<file path="config.mk">
export PLATFORM = sky130hd
export DESIGN_NAME = time_base
export DESIGN_NICKNAME = d
export VERILOG_FILES = /design/src/soc_pkg.sv /design/src/time_base.sv
export SDC_FILE = /design/constraint.sdc
export NUM_CORES = 1
export LEC_CHECK = 0
export BUFFER_PORTS_ARGS = -buffer_cell sky130_fd_sc_hd__buf_2
export CORE_ASPECT_RATIO = 0.7
export CORE_MARGIN = 2
export CORE_UTILIZATION = 61
export CTS_BUF_LIST = sky130_fd_sc_hd__clkbuf_8
export DETAILED_ROUTE_END_ITERATION = 10
export GPL_TIMING_DRIVEN = 0
export PLACE_DENSITY = 0.95
export SLEW_MARGIN = 20
export SYNTH_ARGS = -nofsm -noshare
export SYNTH_HDL_FRONTEND = slang
export SYNTH_SLANG_ARGS = --single-unit
export TNS_END_PERCENT = 30
</file>
<file path="constraint.sdc">
create_clock -name clkConstrained -period 4.8 [get_ports clkConstrained]
set_input_delay 0.24 -clock clkConstrained [delete_from_list [all_inputs] [get_ports clkConstrained]]
set_output_delay 0.24 -clock clkConstrained [all_outputs]
set_load 0.05 [all_outputs]
</file>
<file path="src/soc_pkg.sv">
`default_nettype none

package soc_pkg;

    localparam int XLEN = 32;

    // basic bus types
    typedef logic [XLEN-1:0]     addr_t;
    typedef logic [XLEN-1:0]     word_t;
    typedef logic [XLEN/8-1:0]   strb_t;
    typedef logic [XLEN-1:0]     inst_t;
    typedef logic [2*XLEN-1:0]   mtime_t;

    // AXI4-Lite response codes, only the two used here
    typedef enum logic [1:0] {
        RESP_OKAY   = 2'b00,
        RESP_SLVERR = 2'b10
    } axi_resp_t;

    // data and instruction RAM
    localparam int    MEM_WORDS = 256;
    localparam int    MEM_IDX_W = 8;
    localparam addr_t RAM_LIMIT = addr_t'(MEM_WORDS * 4);
    typedef logic [MEM_IDX_W-1:0] mem_idx_t;

    // instruction queue
    localparam int QUEUE_DEPTH = 4;
    localparam int QUEUE_IDX_W = 2;
    localparam int INST_STEP   = 4;
    typedef logic [QUEUE_IDX_W-1:0] qidx_t;
    typedef logic [QUEUE_IDX_W:0]   qcnt_t;

    // time base, clock cycles per microsecond
    localparam int FMAX_MHZ = 18;
    localparam int US_CNT_W = 5;
    typedef logic [US_CNT_W-1:0] us_cnt_t;

    // timer register map
    localparam addr_t ADDR_MTIME_LO    = 32'h0000_8000;
    localparam addr_t ADDR_MTIME_HI    = 32'h0000_8004;
    localparam addr_t ADDR_MTIMECMP_LO = 32'h0000_8008;
    localparam addr_t ADDR_MTIMECMP_HI = 32'h0000_800C;

endpackage

`default_nettype wire

</file>
<file path="src/time_base.sv">
`timescale 1ns/10ps
`default_nettype none

module time_base
    import soc_pkg::*;
(
    input  wire    clkConstrained,
    input  wire    rst_n,
    output mtime_t mtime
);

    us_cnt_t cyc_cnt;
    logic    us_tick;

    // one tick per microsecond of system clock
    assign us_tick = (cyc_cnt == us_cnt_t'(FMAX_MHZ - 1));

    always_ff @(posedge clkConstrained) begin
        if (!rst_n) begin
            cyc_cnt <= '0;
            mtime   <= '0;
        end else if (us_tick) begin
            cyc_cnt <= '0;
            mtime   <= mtime + mtime_t'(1);
        end else begin
            cyc_cnt <= cyc_cnt + us_cnt_t'(1);
        end
    end

endmodule

`default_nettype wire

</file>
==> impl_metrics.toml <==
[sta]
relSlewSlack = 0.449
finalMaxSlewViolations = 0
rsz0062_at_grt = "false"
worst_pin_slew_ns = 0.820
skew_ns = 0.00764
finalCritPeriodShare = 0.575
setup_slack_ns = 2.04
tns_ns = 0
fin_crit_ns = 2.76
final-hold-violation-count = 0
max_freq_mhz = 362
setup_viol = 0

[power]
p_total_mw = 1.06
peakVddDrop_uv = 199
power_switching_uw = 234
p_comb_frac = 0.018
switching_share = 0.220
leakagePower_nw = 1.48
pwr_density_cell_mw_per_mm2 = 271
clkPwrFrac = 0.439
p_int_uw = 827
p_seq_frac = 0.543

[global_routing]
grt_pass1_vias = 3095
antenna_found_initial = 0
grt_max_degree = 12
grt-ovfl-total = 0
grt.total_usage = 0.311
grt_pass1_wl_um = 14700

[final_layout]
final_nets = 480
antenna_cells = 0
area_delta_synth_final_pct = 18.2
drive_above_1_share = 0.192
instances_no_fill = 552

[flow_run]
max_cap_viol_count = 0

[cts]
clk_latency_ns = 0.35
cts_root_buf = "clkbuf_8"
clk_pin_slew_worst_paths_ns = 0.07
cts_sinks = 69
cts_tree = "yes"
cts_max_level = 3
postCtsResizedCells = 0
post-cts-setup-buffers = 0
clockBufferDepth = 2
numCtsBuffers = 9
hold_buffers = 0

[logic_synthesis]
yosysMostFrequentCell = "dfxtp_1"
yosysSeqAreaShare = 0.417
synth_top_area_share = 0.417
ys_warn_count = 0
synthArstFlopShare = 0
syn-cell-area_mm2 = 0.00331
syn_nets = 405
ys_seq_elements = 69
synth_ff_type = "dfxtp_1"
synth_cell_types = 37
synth_cells = 400
avgSynthCellArea_um2 = 8.28
synthTopCellsByCount = "69 x dfxtp_1, 47 x nor2_1, 33 x a21oi_1, 33 x nand2_1, 33 x nand4_1"
synth-edff-count = 0
synth_top_area_cell = "dfxtp_1"
synthTopCellsByArea = "dfxtp_1 42%, nand4_1 6.2%, xor2_1 5.8%, nor2_1 5.3%, a21oi_1 5.0%"

[detailed_routing]
drt_first_iter_violations = 306
firstDrtPassIters = 5
vias = 3475
post_drt_wl_per_cell_um = 16.7
finalWirelength_um = 9240
drc = 0
final_antenna_net_count = 0
drt-vias-per-instance = 6.30

[floorplan]
die_y_um = 65.7
core_area_mm2 = 0.00523
die_x_um = 92.1
start_util = 0.633
dieArea_mm2 = 0.00605
rows = 22
io_pins = 66

[status]
status = "finished, final reports clean"

[placed_design]
post-place-ws_ns = 2.23
gp_congestion = 0.890
port_buffers = 64
dp_hpwl_um = 6440
dp_cells = 536

[critical_path]
rr_startpoint = "mtime[22]"
crit_family = "simple AND/OR/NAND/NOR gates"
crit_path_max_incr_delay_ns = 0.64
worst_setup_path_start_kind = "flop"
r2r_slack_ns = 2.04
r2r_end = "mtime[50]"
reg2regPathDepth = 5
critPathMaxFanout = 8
crit_buf_inv = 0
cp.required_ns = 5.01
cp.arrival_ns = 2.97
cp_common_cell = "nand4_1"
crit_type = "reg -> reg"
path_cells = "nand4_1 > nor4_2 > nand4_1 > o41ai_1 > a21oi_1"
end_kind = "flop"
cp_slowest_cell = "nor4_2"

[hold_path]
hold_start = "rst_n"
holdPathStages = 3
hp-class = "in -> reg"
hold_path_end = "cyc_cnt[4]"
worst max path at each step:
stage	from	to	slack, ns	cells past startpoint
after global routing	mtime[21]	mtime[50]	1.85	5
after floorplan	mtime[21]	mtime[60]	2.40	5
after detailed placement	cyc_cnt[0]	mtime[29]	2.23	8
final	mtime[22]	mtime[50]	2.04	5
after CTS	mtime[22]	mtime[50]	2.11	5
after global placement	mtime[21]	mtime[56]	2.36	5
per-layer routing:
layer / vias up / track usage / share of wire / wire, um
met5: - / 0 / 0 / 0
met4: 0 / 0.138 / 0.032 / 297
met3: 45 / 0.0940 / 0.088 / 811
met2: 199 / 0.493 / 0.46 / 4280
met1: 1623 / 0.395 / 0.42 / 3850
li1: 1608 / - / - / -
through the flow:
stage               hold WS [ns]   util  area, um^2
floorplan                  0.433      -        3310
global placement           0.447  0.712        3720
detailed placement         0.476  0.712        3720
CTS                        0.240  0.749        3920
global route               0.292  0.749        3920
finish                     0.263  0.749        3920
layout by cell type, fill, tap and decap left out, types with 12 or more instances in the layout:
cell type / Yosys / final
nand3_1: 26 / 26
inv_1: 11 / 12
dfxtp_1: 69 / 69
xor2_1: 22 / 22
a21oi_1: 33 / 33
nor2_1: 47 / 47
o21ai_0: 12 / 12
or3_1: 22 / 22
buf_2: 1 / 65
nand2_1: 33 / 33
nand4_1: 33 / 33
registers in the layout, summed over array words and instances (netlist names):
name     count
mtime       64
cyc_cnt      5
worst register-to-register path, delay by kind of cell, from the launching register on:
family             cells  cell delay, ns
and+or+nand+nor        3            1.50
AOI/OAI and AO/OA      2            0.70
DFF                    1            0.43
cells by family after synthesis:
family	Yosys count	synth area share
DFF	69	0.417
adders and majority gates	3	0.0113
muxes	2	0.00604
xor gates and xnor gates	32	0.0846
AOI/OAI and AO/OA	64	0.107
and+or+nand+nor	206	0.344
buffers and inverters	24	0.0298
power groups by stage:
stage | Clock, mW | Combinational, mW | Sequential [mW]
6_report | 0.466 | 0.0189 | 0.577
5_1_grt | 0.498 | 0.0208 | 0.577
4_1_cts | 0.465 | 0.0183 | 0.577
3_5_place_dp | 0 | 0.0182 | 0.590
3_3_place_gp | 0 | 0.0176 | 0.589
2_1_floorplan | 0 | 0.0132 | 0.589
area by class of cell:
class,count,area (um^2)
inverter,12,45.0
clock buffer,10,138
sequential,69,1380
multi-input combinational,307,1830
timing repair buffer,64,320
buffer,12,53.8
tap,72,90.1
clock inverter,6,53.8
fill,379,1320
No activity file was read; power rests on OpenSTA's default activity.
