<file path="config.mk">
export PLATFORM = sky130hd
export DESIGN_NAME = inst_queue_flat
export DESIGN_NICKNAME = d
export VERILOG_FILES = /design/src/soc_pkg.sv /design/src/ifetch_if.sv /design/src/inst_queue.sv /design/src/flat_wrapper.sv
export SDC_FILE = /design/constraint.sdc
export NUM_CORES = 1
export LEC_CHECK = 0
export BUFFER_PORTS_ARGS = -buffer_cell sky130_fd_sc_hd__buf_4
export CELL_PAD_IN_SITES_DETAIL_PLACEMENT = 0
export CELL_PAD_IN_SITES_GLOBAL_PLACEMENT = 2
export CORE_ASPECT_RATIO = 1.4
export CORE_UTILIZATION = 48
export CTS_CLUSTER_SIZE = 25
export DETAILED_ROUTE_END_ITERATION = 8
export GPL_ROUTABILITY_DRIVEN = 0
export PLACE_DENSITY = 0.92
export SYNTH_ARGS = -nofsm -noshare
export SYNTH_HDL_FRONTEND = slang
export SYNTH_SLANG_ARGS = --single-unit
</file>
<file path="constraint.sdc">
create_clock -name clkConstrained -period 9.18 [get_ports clkConstrained]
set_clock_uncertainty 0.05 [all_clocks]
set_input_delay 1.836 -clock clkConstrained [delete_from_list [all_inputs] [get_ports clkConstrained]]
set_output_delay 1.836 -clock clkConstrained [all_outputs]
set_load 0.005 [all_outputs]
</file>
<file path="src/soc_pkg.sv">
`default_nettype none

package soc_pkg;

    localparam int XLEN = 32;

    // basic bus types
    typedef logic [XLEN-1:0]     addr_t;
    typedef logic [XLEN-1:0]     word_t;
    typedef logic [XLEN/8-1:0]   strb_t;
    typedef logic [XLEN-1:0]     inst_t;
    typedef logic [2*XLEN-1:0]   mtime_t;

    // AXI4-Lite response codes, only the two used here
    typedef enum logic [1:0] {
        RESP_OKAY   = 2'b00,
        RESP_SLVERR = 2'b10
    } axi_resp_t;

    // data and instruction RAM
    localparam int    MEM_WORDS = 256;
    localparam int    MEM_IDX_W = 8;
    localparam addr_t RAM_LIMIT = addr_t'(MEM_WORDS * 4);
    typedef logic [MEM_IDX_W-1:0] mem_idx_t;

    // instruction queue
    localparam int QUEUE_DEPTH = 4;
    localparam int QUEUE_IDX_W = 2;
    localparam int INST_STEP   = 4;
    typedef logic [QUEUE_IDX_W-1:0] qidx_t;
    typedef logic [QUEUE_IDX_W:0]   qcnt_t;

    // time base, clock cycles per microsecond
    localparam int FMAX_MHZ = 18;
    localparam int US_CNT_W = 5;
    typedef logic [US_CNT_W-1:0] us_cnt_t;

    // timer register map
    localparam addr_t ADDR_MTIME_LO    = 32'h0000_8000;
    localparam addr_t ADDR_MTIME_HI    = 32'h0000_8004;
    localparam addr_t ADDR_MTIMECMP_LO = 32'h0000_8008;
    localparam addr_t ADDR_MTIMECMP_HI = 32'h0000_800C;

endpackage

`default_nettype wire

</file>
<file path="src/ifetch_if.sv">
`timescale 1ns/10ps
`default_nettype none

interface ifetch_if
    import soc_pkg::*;
();

    // request side, owned by the queue
    logic  req_valid;
    addr_t req_addr;

    // returned by the memory controller one cycle after transfer
    logic  req_ready;
    logic  resp_valid;
    inst_t resp_inst;

    modport master (
        output req_valid, req_addr,
        input  req_ready, resp_valid, resp_inst
    );

    modport slave (
        input  req_valid, req_addr,
        output req_ready, resp_valid, resp_inst
    );

endinterface

`default_nettype wire

</file>
<file path="src/inst_queue.sv">
`timescale 1ns/10ps
`default_nettype none

module inst_queue
    import soc_pkg::*;
(
    input  wire        clkConstrained,
    input  wire        rst_n,
    input  wire        fetch_valid,
    input  wire addr_t fetch_addr,
    output logic       fetch_done,
    output inst_t      fetch_inst,
    ifetch_if.master   ifetch
);

    inst_t                  q_inst [QUEUE_DEPTH];
    addr_t                  q_tag [QUEUE_DEPTH];
    logic [QUEUE_DEPTH-1:0] q_valid;
    qidx_t                  head;
    qidx_t                  tail;
    qcnt_t                  occupancy;
    addr_t                  next_addr;
    addr_t                  pend_addr;
    addr_t                  expect_addr;
    logic                   inflight;
    logic                   head_valid;
    logic                   head_hit;
    logic                   flush;
    logic                   pop;
    logic                   issue;
    logic                   fill;

    assign occupancy  = qcnt_t'($countones(q_valid));
    assign head_valid = q_valid[head];
    assign head_hit   = head_valid && (q_tag[head] == fetch_addr);

    // address the next entry will carry when the queue is empty
    assign expect_addr = inflight ? pend_addr : next_addr;

    assign flush = fetch_valid && (head_valid ? !head_hit : (expect_addr != fetch_addr));
    assign pop   = fetch_valid && head_hit;

    assign fetch_done = pop;
    assign fetch_inst = q_inst[head];

    // keep one slot per request still in flight
    assign ifetch.req_valid = !flush &&
                              ((occupancy + qcnt_t'(inflight)) < qcnt_t'(QUEUE_DEPTH));
    assign ifetch.req_addr  = next_addr;

    assign issue = ifetch.req_valid && ifetch.req_ready;
    assign fill  = ifetch.resp_valid && inflight && !flush;

    always_ff @(posedge clkConstrained) begin
        if (!rst_n) begin
            q_valid   <= '0;
            head      <= '0;
            tail      <= '0;
            next_addr <= '0;
            inflight  <= 1'b0;
        end else if (flush) begin
            // redirect, a response landing now is dropped
            q_valid   <= '0;
            head      <= '0;
            tail      <= '0;
            next_addr <= fetch_addr;
            inflight  <= 1'b0;
        end else begin
            inflight <= issue;
            if (issue) begin
                next_addr <= next_addr + addr_t'(INST_STEP);
            end
            if (fill) begin
                q_valid[tail] <= 1'b1;
                tail          <= tail + qidx_t'(1);
            end
            if (pop) begin
                q_valid[head] <= 1'b0;
                head          <= head + qidx_t'(1);
            end
        end
    end

    always_ff @(posedge clkConstrained) begin
        if (issue) begin
            pend_addr <= next_addr;
        end
        if (fill) begin
            q_inst[tail] <= ifetch.resp_inst;
            q_tag[tail]  <= pend_addr;
        end
    end

endmodule

`default_nettype wire

</file>
<file path="src/flat_wrapper.sv">
// flat-port wrapper written by rule: the top's interface ports become plain ports
module inst_queue_flat import soc_pkg::*;
  (clkConstrained, rst_n, fetch_valid, fetch_addr, fetch_done, fetch_inst, ifetch_req_valid, ifetch_req_addr, ifetch_req_ready, ifetch_resp_valid, ifetch_resp_inst);
  ifetch_if ifetch_i ();
  input  wire clkConstrained;
  input  wire rst_n;
  input  wire fetch_valid;
  input  wire addr_t fetch_addr;
  output logic fetch_done;
  output inst_t fetch_inst;
  output wire logic [$bits(ifetch_i.req_valid)-1:0] ifetch_req_valid;
  output wire logic [$bits(ifetch_i.req_addr)-1:0] ifetch_req_addr;
  input wire logic [$bits(ifetch_i.req_ready)-1:0] ifetch_req_ready;
  input wire logic [$bits(ifetch_i.resp_valid)-1:0] ifetch_resp_valid;
  input wire logic [$bits(ifetch_i.resp_inst)-1:0] ifetch_resp_inst;
  assign ifetch_req_valid = ifetch_i.req_valid;
  assign ifetch_req_addr = ifetch_i.req_addr;
  assign ifetch_i.req_ready = ifetch_req_ready;
  assign ifetch_i.resp_valid = ifetch_resp_valid;
  assign ifetch_i.resp_inst = ifetch_resp_inst;
  inst_queue u_core (.clkConstrained(clkConstrained), .rst_n(rst_n), .fetch_valid(fetch_valid), .fetch_addr(fetch_addr), .fetch_done(fetch_done), .fetch_inst(fetch_inst), .ifetch(ifetch_i));
endmodule
</file>
==> impl_metrics.json <==
{
  "max_stage_delay_ps": 970,
  "area_growth_pct": 17.7,
  "fmax_mhz": 161,
  "post-route-util": 0.579,
  "cts_sinks": 331,
  "grt_usage": 0.218,
  "dp_slack_ps": 3510,
  "synth.distinct_cells": 39,
  "num_io_pins": 135,
  "final_common_cell": "edfxtp_1",
  "ir_worst_vdd_mv": 0.148,
  "wirelength_um": 31200,
  "dieWidth_um": 145,
  "syn-cell-area_um2": 13700,
  "cp_slowest_cell": "dfxtp_4",
  "leakage_nw": 5.28,
  "vias": 7510,
  "endpoint_kind": "output port",
  "path_cells": "buf_4, mux4_2, xnor2_1, nand4_1, nor3_1, nand3_1, nor4_1, buf_4",
  "hold_violations": 0,
  "overflow": 0,
  "cp.required_ps": 7290,
  "fin_nets": 994,
  "antennaDiodeCount": 0,
  "grt_pass1_vias": 7746,
  "seq_area_frac_synth": 0.692,
  "cts_buffers": 31,
  "setup_viol": 0,
  "cts_resized": 0,
  "first_iter_violations": 578,
  "layout-drive-gt1-share": 0.299,
  "critical_path_class": "reg2out",
  "worstMarginPinSlew_ps": 1160,
  "post-dp-hpwl_um": 19800,
  "power.density_nw_per_um2": 194,
  "drc": 0,
  "row_count": 72,
  "drtAntennaViolNets": 0,
  "crit_fanout": 43,
  "clock-root-buffer": "clkbuf_16",
  "mostFrequentLayoutCells": "edfxtp_1 (288), buf_4 (145), xnor2_1 (80)",
  "switching_share": 0.209,
  "ctsLongestPathBuffers": 3,
  "grt_pass1_wl_um": 47400,
  "grt_max_degree": 57,
  "status": "finished, final reports clean",
  "start_util": 0.492,
  "hold_path_class": "reg2reg",
  "cp.arrival_ps": 4340,
  "crit_top_cell": "buf_4",
  "die_h_um": 202,
  "cts.clk_slew.worst_paths_ps": 70,
  "htree_levels": 1,
  "synth.avg_cell_area_um2": 17.8,
  "fin_crit_sh": 0.678,
  "placed_cell_area_um2": 15100,
  "viasPerCell": 5.75,
  "p_comb_frac": 0.050,
  "finalInstanceArea_um2": 16200,
  "numPortBuffers": 134,
  "yosys.area.top_type": "edfxtp_1",
  "postCtsSetupRepairBufs": 0,
  "drv_slew": 0,
  "antenna_found_initial": 0,
  "coreArea_um2": 27900,
  "ys_top_cells_by_area": "edfxtp_1 (63%), mux4_2 (11%), dfxtp_1 (6.3%)",
  "pwr-share-seq": 0.536,
  "cts-hold-fix-buffers": 0,
  "die_area_um2": 29300,
  "setup_ws_ps": 2950,
  "wl_per_cell_um": 23.9,
  "min_period_ps": 6230,
  "pwr-share-clk": 0.415,
  "tns_ps": 0,
  "cp-start-kind": "flop",
  "cap_violations": 0,
  "cts_tree": "yes",
  "first_pass_iters": 5,
  "synthCells": 772,
  "syn_nets": 854,
  "p_int_mw": 2.49,
  "ys_ff_latch": 331,
  "grt_setup_unrepaired": "false",
  "clk_latency_ps": 570,
  "slew_headroom": 0.228,
  "switchingPower_uw": 657,
  "ys_warn_count": 0,
  "synth_top_cell_area_share": 0.629
}
through the flow:
stage	total power, mW	hold WS (ps)	std cells
after global routing	3.24	508	1306
after CTS	3.17	471	1306
after detailed placement	1.87	459	1249
after global placement	1.87	445	1249
after floorplan	1.78	423	772
final	3.15	469	1306
worst max-delay path: cells and delay by family (launching register included):
kind	cells	cell delay, ps
simple gates	4	1260
flops	1	970
buf+inv	2	770
mux	1	590
xor+xnor	1	150
cell families (layout without fill, tap and decap cells):
logic type / after synthesis / in the layout / synth area share
and+or+nand+nor: 111 / 111 / 0.0413
AOI/OAI and AO/OA: 71 / 71 / 0.0412
xor gates and xnor gates: 95 / 95 / 0.0605
DFF: 331 / 331 / 0.692
adders and majority gates: 13 / 13 / 0.0118
buffers and inverters: 47 / 211 / 0.0183
muxes: 104 / 104 / 0.135
routing by layer:
layer  part of all wire  global-route usage
met5                  0                   0
met4              0.034              0.0916
met3              0.054              0.0323
met2               0.50               0.361
met1               0.42               0.289
cell usage after synthesis:
| master | number |
|---|---|
| buf_1 | 6 |
| and4_1 | 3 |
| dfxtp_1 | 43 |
| buf_4 | 4 |
| and2_1 | 1 |
| o21ai_1 | 2 |
| nor3_2 | 1 |
| nor3_1 | 8 |
| nor4b_1 | 1 |
| a21o_1 | 1 |
| nand3_1 | 17 |
| nand2_1 | 23 |
| o41ai_2 | 1 |
| o21ai_0 | 25 |
| xnor2_1 | 80 |
| buf_2 | 12 |
| o31ai_1 | 1 |
| and3_1 | 4 |
| a211oi_2 | 4 |
| nor4_1 | 7 |
| nor2_1 | 25 |
| mux4_2 | 65 |
| nor4_2 | 1 |
| edfxtp_1 | 288 |
| nand4_1 | 18 |
| o311a_1 | 27 |
| mux2i_1 | 39 |
| a21oi_1 | 6 |
| ha_1 | 13 |
| clkbuf_1 | 10 |
| a211oi_1 | 1 |
| nor2b_1 | 1 |
| inv_1 | 9 |
| buf_6 | 6 |
| o21ai_4 | 1 |
| a2111oi_2 | 1 |
| nor2_4 | 1 |
| o41a_1 | 1 |
| xor2_1 | 15 |
cell type report:
| cell class | count | area, um^2 |
|---|---|---|
| sequential | 331 | 9520 |
| timing repair buffer | 145 | 1090 |
| inverter | 9 | 33.8 |
| fill | 2203 | 11700 |
| clock inverter | 24 | 258 |
| clock buffer | 33 | 783 |
| tap | 370 | 463 |
| multi-input combinational | 394 | 4040 |
power groups by stage:
stage / clock network (mW) / logic [mW] / registers [mW]
after floorplan: 0 / 0.0758 / 1.71
after global placement: 0 / 0.155 / 1.72
after detailed placement: 0 / 0.156 / 1.72
after CTS: 1.33 / 0.157 / 1.68
after global routing: 1.38 / 0.168 / 1.69
final: 1.30 / 0.156 / 1.69
registers in the layout, summed over array words and instances, names as in the netlist, named ones only:
register	cells
u_core.ifetch.req_addr	32
u_core.q_tag	128
u_core.q_valid	4
u_core.q_inst	128
u_core.head	2
u_core.inflight	1
u_core.tail	2
u_core.pend_addr	32
path summary, 6_finish.rpt:
| check | startpoint | slack [ps] | cells past startpoint | end |
|---|---|---|---|---|
| min | u_core.ifetch.req_addr[1] | 470 | 2 | u_core.ifetch.req_addr[1] |
| max | flop | 2950 | 8 | fetch_done |
| max reg2reg | flop | 3920 | 9 | u_core.q_inst[2][29] |
| min reg2reg | u_core.ifetch.req_addr[1] | 470 | 2 | u_core.ifetch.req_addr[1] |
(Power assumes the default switching activity.)
