<file path="config.mk">
export PLATFORM = sky130hd
export DESIGN_NAME = axil_data_port_flat
export DESIGN_NICKNAME = d
export VERILOG_FILES = /design/src/soc_pkg.sv /design/src/dmem_if.sv /design/src/axil_data_port.sv /design/src/flat_wrapper.sv
export SDC_FILE = /design/constraint.sdc
export NUM_CORES = 1
export LEC_CHECK = 0
export BUFFER_PORTS_ARGS = -buffer_cell sky130_fd_sc_hd__clkbuf_2
export CORE_MARGIN = 2
export CORE_UTILIZATION = 25
export CTS_BUF_LIST = sky130_fd_sc_hd__clkbuf_8
export CTS_CLUSTER_DIAMETER = 30
export CTS_CLUSTER_SIZE = 10
export DETAILED_ROUTE_END_ITERATION = 12
export PLACE_DENSITY = 0.6
export SLEW_MARGIN = 15
export SYNTH_ARGS = -nofsm -noshare
export SYNTH_HDL_FRONTEND = slang
export SYNTH_SLANG_ARGS = --single-unit
</file>
<file path="constraint.sdc">
create_clock -name clkConstrained -period 2.45 [get_ports clkConstrained]
set_input_delay 0.3675 -clock clkConstrained [delete_from_list [all_inputs] [get_ports clkConstrained]]
set_output_delay 0.3675 -clock clkConstrained [all_outputs]
set_load 0.005 [all_outputs]
</file>
<file path="src/soc_pkg.sv">
`default_nettype none

package soc_pkg;

    localparam int XLEN = 32;

    // basic bus types
    typedef logic [XLEN-1:0]     addr_t;
    typedef logic [XLEN-1:0]     word_t;
    typedef logic [XLEN/8-1:0]   strb_t;
    typedef logic [XLEN-1:0]     inst_t;
    typedef logic [2*XLEN-1:0]   mtime_t;

    // AXI4-Lite response codes, only the two used here
    typedef enum logic [1:0] {
        RESP_OKAY   = 2'b00,
        RESP_SLVERR = 2'b10
    } axi_resp_t;

    // data and instruction RAM
    localparam int    MEM_WORDS = 256;
    localparam int    MEM_IDX_W = 8;
    localparam addr_t RAM_LIMIT = addr_t'(MEM_WORDS * 4);
    typedef logic [MEM_IDX_W-1:0] mem_idx_t;

    // instruction queue
    localparam int QUEUE_DEPTH = 4;
    localparam int QUEUE_IDX_W = 2;
    localparam int INST_STEP   = 4;
    typedef logic [QUEUE_IDX_W-1:0] qidx_t;
    typedef logic [QUEUE_IDX_W:0]   qcnt_t;

    // time base, clock cycles per microsecond
    localparam int FMAX_MHZ = 18;
    localparam int US_CNT_W = 5;
    typedef logic [US_CNT_W-1:0] us_cnt_t;

    // timer register map
    localparam addr_t ADDR_MTIME_LO    = 32'h0000_8000;
    localparam addr_t ADDR_MTIME_HI    = 32'h0000_8004;
    localparam addr_t ADDR_MTIMECMP_LO = 32'h0000_8008;
    localparam addr_t ADDR_MTIMECMP_HI = 32'h0000_800C;

endpackage

`default_nettype wire

</file>
<file path="src/dmem_if.sv">
`timescale 1ns/10ps
`default_nettype none

interface dmem_if
    import soc_pkg::*;
();

    // single data request, driven by the bus port
    logic  req_valid;
    logic  req_write;
    addr_t req_addr;
    word_t req_wdata;
    strb_t req_strb;

    // controller side
    logic  req_ready;
    logic  resp_valid;
    word_t resp_rdata;
    logic  resp_err;

    modport master (
        output req_valid, req_write, req_addr, req_wdata, req_strb,
        input  req_ready, resp_valid, resp_rdata, resp_err
    );

    modport slave (
        input  req_valid, req_write, req_addr, req_wdata, req_strb,
        output req_ready, resp_valid, resp_rdata, resp_err
    );

endinterface

`default_nettype wire

</file>
<file path="src/axil_data_port.sv">
`timescale 1ns/10ps
`default_nettype none

module axil_data_port
    import soc_pkg::*;
(
    input  wire        clkConstrained,
    input  wire        rst_n,
    input  wire        awvalid,
    output logic       awready,
    input  wire addr_t awaddr,
    input  wire        wvalid,
    output logic       wready,
    input  wire word_t wdata,
    input  wire strb_t wstrb,
    output logic       bvalid,
    input  wire        bready,
    output axi_resp_t  bresp,
    input  wire        arvalid,
    output logic       arready,
    input  wire addr_t araddr,
    output logic       rvalid,
    input  wire        rready,
    output word_t      rdata,
    output axi_resp_t  rresp,
    dmem_if.master     dmem
);

    typedef enum logic [1:0] {IDLE, ACCESS, RESPOND} state_t;

    state_t state;
    logic   take_write;
    logic   take_read;
    logic   issued;
    logic   is_write_q;
    logic   err_q;
    addr_t  addr_q;
    word_t  wdata_q;
    strb_t  strb_q;
    word_t  rdata_q;

    // a write needs both AW and W, reads only go when no write is waiting
    assign take_write = (state == IDLE) && awvalid && wvalid;
    assign take_read  = (state == IDLE) && arvalid && !(awvalid && wvalid);

    assign awready = take_write;
    assign wready  = take_write;
    assign arready = take_read;

    // one request per transaction
    assign dmem.req_valid = (state == ACCESS) && !issued;
    assign dmem.req_write = is_write_q;
    assign dmem.req_addr  = addr_q;
    assign dmem.req_wdata = wdata_q;
    assign dmem.req_strb  = strb_q;

    assign bvalid = (state == RESPOND) && is_write_q;
    assign rvalid = (state == RESPOND) && !is_write_q;
    assign bresp  = err_q ? RESP_SLVERR : RESP_OKAY;
    assign rresp  = err_q ? RESP_SLVERR : RESP_OKAY;
    assign rdata  = rdata_q;

    always_ff @(posedge clkConstrained) begin
        if (!rst_n) begin
            state  <= IDLE;
            issued <= 1'b0;
        end else begin
            case (state)
                IDLE: begin
                    if (take_write || take_read) begin
                        state  <= ACCESS;
                        issued <= 1'b0;
                    end
                end
                ACCESS: begin
                    if (dmem.req_valid && dmem.req_ready) begin
                        issued <= 1'b1;
                    end
                    if (dmem.resp_valid) begin
                        state <= RESPOND;
                    end
                end
                RESPOND: begin
                    // hold B or R until the master takes it
                    if ((is_write_q && bready) || (!is_write_q && rready)) begin
                        state <= IDLE;
                    end
                end
                default: state <= IDLE;
            endcase
        end
    end

    always_ff @(posedge clkConstrained) begin
        if (take_write) begin
            is_write_q <= 1'b1;
            addr_q     <= awaddr;
            wdata_q    <= wdata;
            strb_q     <= wstrb;
        end else if (take_read) begin
            is_write_q <= 1'b0;
            addr_q     <= araddr;
        end
        if (dmem.resp_valid) begin
            rdata_q <= dmem.resp_rdata;
            err_q   <= dmem.resp_err;
        end
    end

endmodule

`default_nettype wire

</file>
<file path="src/flat_wrapper.sv">
// flat-port wrapper written by rule: the top's interface ports become plain ports
module axil_data_port_flat import soc_pkg::*;
  (clkConstrained, rst_n, awvalid, awready, awaddr, wvalid, wready, wdata, wstrb, bvalid, bready, bresp, arvalid, arready, araddr, rvalid, rready, rdata, rresp, dmem_req_valid, dmem_req_write, dmem_req_addr, dmem_req_wdata, dmem_req_strb, dmem_req_ready, dmem_resp_valid, dmem_resp_rdata, dmem_resp_err);
  dmem_if dmem_i ();
  input  wire clkConstrained;
  input  wire rst_n;
  input  wire awvalid;
  output logic awready;
  input  wire addr_t awaddr;
  input  wire wvalid;
  output logic wready;
  input  wire word_t wdata;
  input  wire strb_t wstrb;
  output logic bvalid;
  input  wire bready;
  output axi_resp_t bresp;
  input  wire arvalid;
  output logic arready;
  input  wire addr_t araddr;
  output logic rvalid;
  input  wire rready;
  output word_t rdata;
  output axi_resp_t rresp;
  output wire logic [$bits(dmem_i.req_valid)-1:0] dmem_req_valid;
  output wire logic [$bits(dmem_i.req_write)-1:0] dmem_req_write;
  output wire logic [$bits(dmem_i.req_addr)-1:0] dmem_req_addr;
  output wire logic [$bits(dmem_i.req_wdata)-1:0] dmem_req_wdata;
  output wire logic [$bits(dmem_i.req_strb)-1:0] dmem_req_strb;
  input wire logic [$bits(dmem_i.req_ready)-1:0] dmem_req_ready;
  input wire logic [$bits(dmem_i.resp_valid)-1:0] dmem_resp_valid;
  input wire logic [$bits(dmem_i.resp_rdata)-1:0] dmem_resp_rdata;
  input wire logic [$bits(dmem_i.resp_err)-1:0] dmem_resp_err;
  assign dmem_req_valid = dmem_i.req_valid;
  assign dmem_req_write = dmem_i.req_write;
  assign dmem_req_addr = dmem_i.req_addr;
  assign dmem_req_wdata = dmem_i.req_wdata;
  assign dmem_req_strb = dmem_i.req_strb;
  assign dmem_i.req_ready = dmem_req_ready;
  assign dmem_i.resp_valid = dmem_resp_valid;
  assign dmem_i.resp_rdata = dmem_resp_rdata;
  assign dmem_i.resp_err = dmem_resp_err;
  axil_data_port u_core (.clkConstrained(clkConstrained), .rst_n(rst_n), .awvalid(awvalid), .awready(awready), .awaddr(awaddr), .wvalid(wvalid), .wready(wready), .wdata(wdata), .wstrb(wstrb), .bvalid(bvalid), .bready(bready), .bresp(bresp), .arvalid(arvalid), .arready(arready), .araddr(araddr), .rvalid(rvalid), .rready(rready), .rdata(rdata), .rresp(rresp), .dmem(dmem_i));
endmodule
</file>
==> impl_metrics.toml <==
[global_route]
grt_pass1_vias = 2507
grt_pass1_wl_um = 13400
grtUsageTotal_pct = 11.0
grt_overflow_total = 0
grt_max_degree = 72
antenna_found_initial = 0

[sta]
maxSlewHeadroom_pct = 40.9
setup_tns_ns = 0
period_minus_slack_ns = 2.21
hold_viol = 0
skew_ns = 0.00843
setup_viol = 0
holdWs_ns = 0.154
rsz0062_at_grt = "false"
tightest_slew_ns = 0.886
finalCritPeriodShare_pct = 90.4
clock.fmax_ghz = 0.452
slew_violations = 0
setup_slack_ns = 0.235

[route]
drt-initial-drc-count = 99
drt_wl_total_um = 9300
wl_per_cell_um = 15.1
dr.pass1.iters = 4
final_antenna_net_count = 0
num_vias = 2490
via_per_inst = 4.04
drc = 0

[logic_synthesis]
synth_area_um2 = 3830
avgSynthCellArea_um2 = 22.7
yosysWarnings = 0
synth_seq_cells = 105
synth_cell_types = 25
synth-seq-area-share_pct = 81.2
postSynthCellCount = 169

[floorplanning]
start_util_pct = 25.4
ioPinCount = 253
fp.dieArea_um2 = 16300
rows = 45
die_h_um = 128
core_area_um2 = 15100
dieWidth_um = 128

[clock_tree]
clock_latency_ns = 0.37
clock_path_buffers = 2
clock_sinks = 105
cts_inserted_buffers = 9
ctsHtreeMaxLevel = 3
clk_pin_slew_ns = 0.11
post_cts_buffers = 0
cts_tree = "yes"
root_buffer = "clkbuf_8"
cts_hold_buf = 0
cts_resized = 0

[placement]
routabilityCongestion = 0.681
dpl_cell_area_um2 = 5260
dp_slack_ns = 0.525
portBuffers = 250
dp_hpwl_um = 7200

[final_layout]
final_nets = 565
multiInputGateArea_um2 = 623
flow.area_growth_from_synthesis_pct = 42.0
fillerInstances = 1499
postLayoutCellArea_um2 = 5440
diodes = 0
drive_gt1_share_pct = 70.6
seq_area_um2 = 3110

[pwr]
power.leakage_nw = 2.43
irDropWorstVdd_v = 0.000223
power.density_nw_per_um2 = 672

[setup_path]
cp.arrival_ns = 1.85
cp.required_ns = 2.08
crit_fanout = 71
crit_path_end_kind = "output pin"
start_kind = "flip-flop"
worst-setup-path-type = "flip-flop to output pin"

[job]
drv_cap = 0

[min_path]
hold_path_class = "input pin to flip-flop"

[run_status]
outcome = "complete, no violations"
[state kept, by name, indices dropped and copies added, names as in the netlist]
register / flops
u_core.dmem.req_wdata: 32
u_core.dmem.req_addr: 32
u_core.rdata: 32
u_core.err_q: 1
u_core.state: 2
u_core.dmem.req_strb: 4
u_core.dmem.req_write: 1
u_core.issued: 1
[per-layer routing]
metal / global-route usage (%) / up-vias / routed length (um)
met5: 0 / - / 0
met4: 4.27 / 0 / 125
met3: 5.18 / 12 / 1060
met2: 18.1 / 157 / 4540
met1: 12.5 / 1156 / 3570
li1: - / 1165 / -
[cell type report]
| type | count | area share (%) |
|---|---|---|
| Multi-Input combinational cell | 53 | 11.4 |
| Sequential cell | 105 | 57.2 |
| Clock buffer | 9 | 2.28 |
| Clock inverter | 7 | 1.13 |
| Tap cell | 188 | 4.32 |
| Timing Repair Buffer | 252 | 23.5 |
| Inverter | 2 | 0.138 |
[synth_stat cells]
library cell,number,area (um2)
edfxtp_1,101,3030
nor4bb_1,1,10.0
buf_4,6,45.0
conb_1,1,3.75
buf_12,3,60.1
nor3_1,1,5.00
dfxtp_1,4,80.1
a21oi_1,1,5.00
a21o_1,2,15.0
nand2b_1,1,6.26
clkbuf_1,1,3.75
nor2_1,1,3.75
nor3b_1,1,7.51
o21ai_0,2,10.0
and3_1,1,6.26
mux2_2,5,56.3
nand2_1,1,3.75
mux2_4,28,420
o2111a_1,1,11.3
and2_1,1,6.26
nand3b_1,1,7.51
inv_1,2,7.51
nand4b_1,1,8.76
a221oi_1,1,8.76
or3b_2,1,8.76
[worst paths after layout]
kind | from | to | slack [ns] | depth (start not counted)
worst max-delay path | u_core.state[0]$_SDFFE_PN0P_ | awready | 0.24 | 3
worst min-delay path | dmem_resp_rdata[16] | u_core.rdata[16]$_DFFE_PP_ | 0.15 | 1
worst min register to register | u_core.issued$_SDFFE_PN0P_ | u_core.issued$_SDFFE_PN0P_ | 0.49 | 2
worst max register to register | u_core.state[0]$_SDFFE_PN0P_ | u_core.dmem.req_addr[24]$_DFFE_PP_ | 0.59 | 3
[critical path: stages, from the launching register on]
cell and delay, ns:
dfxtp_1 0.44, nor4bb_4 0.38, buf_12 0.38, clkbuf_2 0.19
[metrics by stage]
stage / total power, mW / util, % / instances
after floorplan: 2.39 / - / 170
after global routing: 3.85 / 36.1 / 616
after detailed placement: 2.68 / 34.8 / 600
after global placement: 2.67 / 34.8 / 600
final: 3.66 / 36.1 / 616
after CTS: 3.74 / 36.1 / 616
[where the power goes]
group | internal (mW) | leakage (nW) | switching, mW
Clock | 0.392 | 0.0957 | 0.638
Sequential | 2.13 | 0.997 | 0.0482
Combinational | 0.250 | 1.33 | 0.199
[kinds of logic after synthesis]
family          count (synthesis)  share of synthesized area [%]
compound gates                  7                           1.31
mux                            33                           12.4
other cells                     1                         0.0978
flops                         105                           81.2
buf+inv                        12                           3.04
simple gates                   11                           1.93
[cell usage in the layout, fill, tap and decap left out, types with 2 or more instances in the layout]
master / synthesis / layout
clkbuf_2: 0 / 250
clkbuf_8: 0 / 9
dfxtp_1: 4 / 4
mux2_2: 5 / 5
inv_8: 0 / 2
mux2_4: 28 / 28
conb_1: 1 / 2
a21o_1: 2 / 2
inv_1: 2 / 2
edfxtp_1: 101 / 101
o21ai_0: 2 / 2
inv_6: 0 / 2
clkinv_4: 0 / 2
Power figures use the tool's default switching activity.
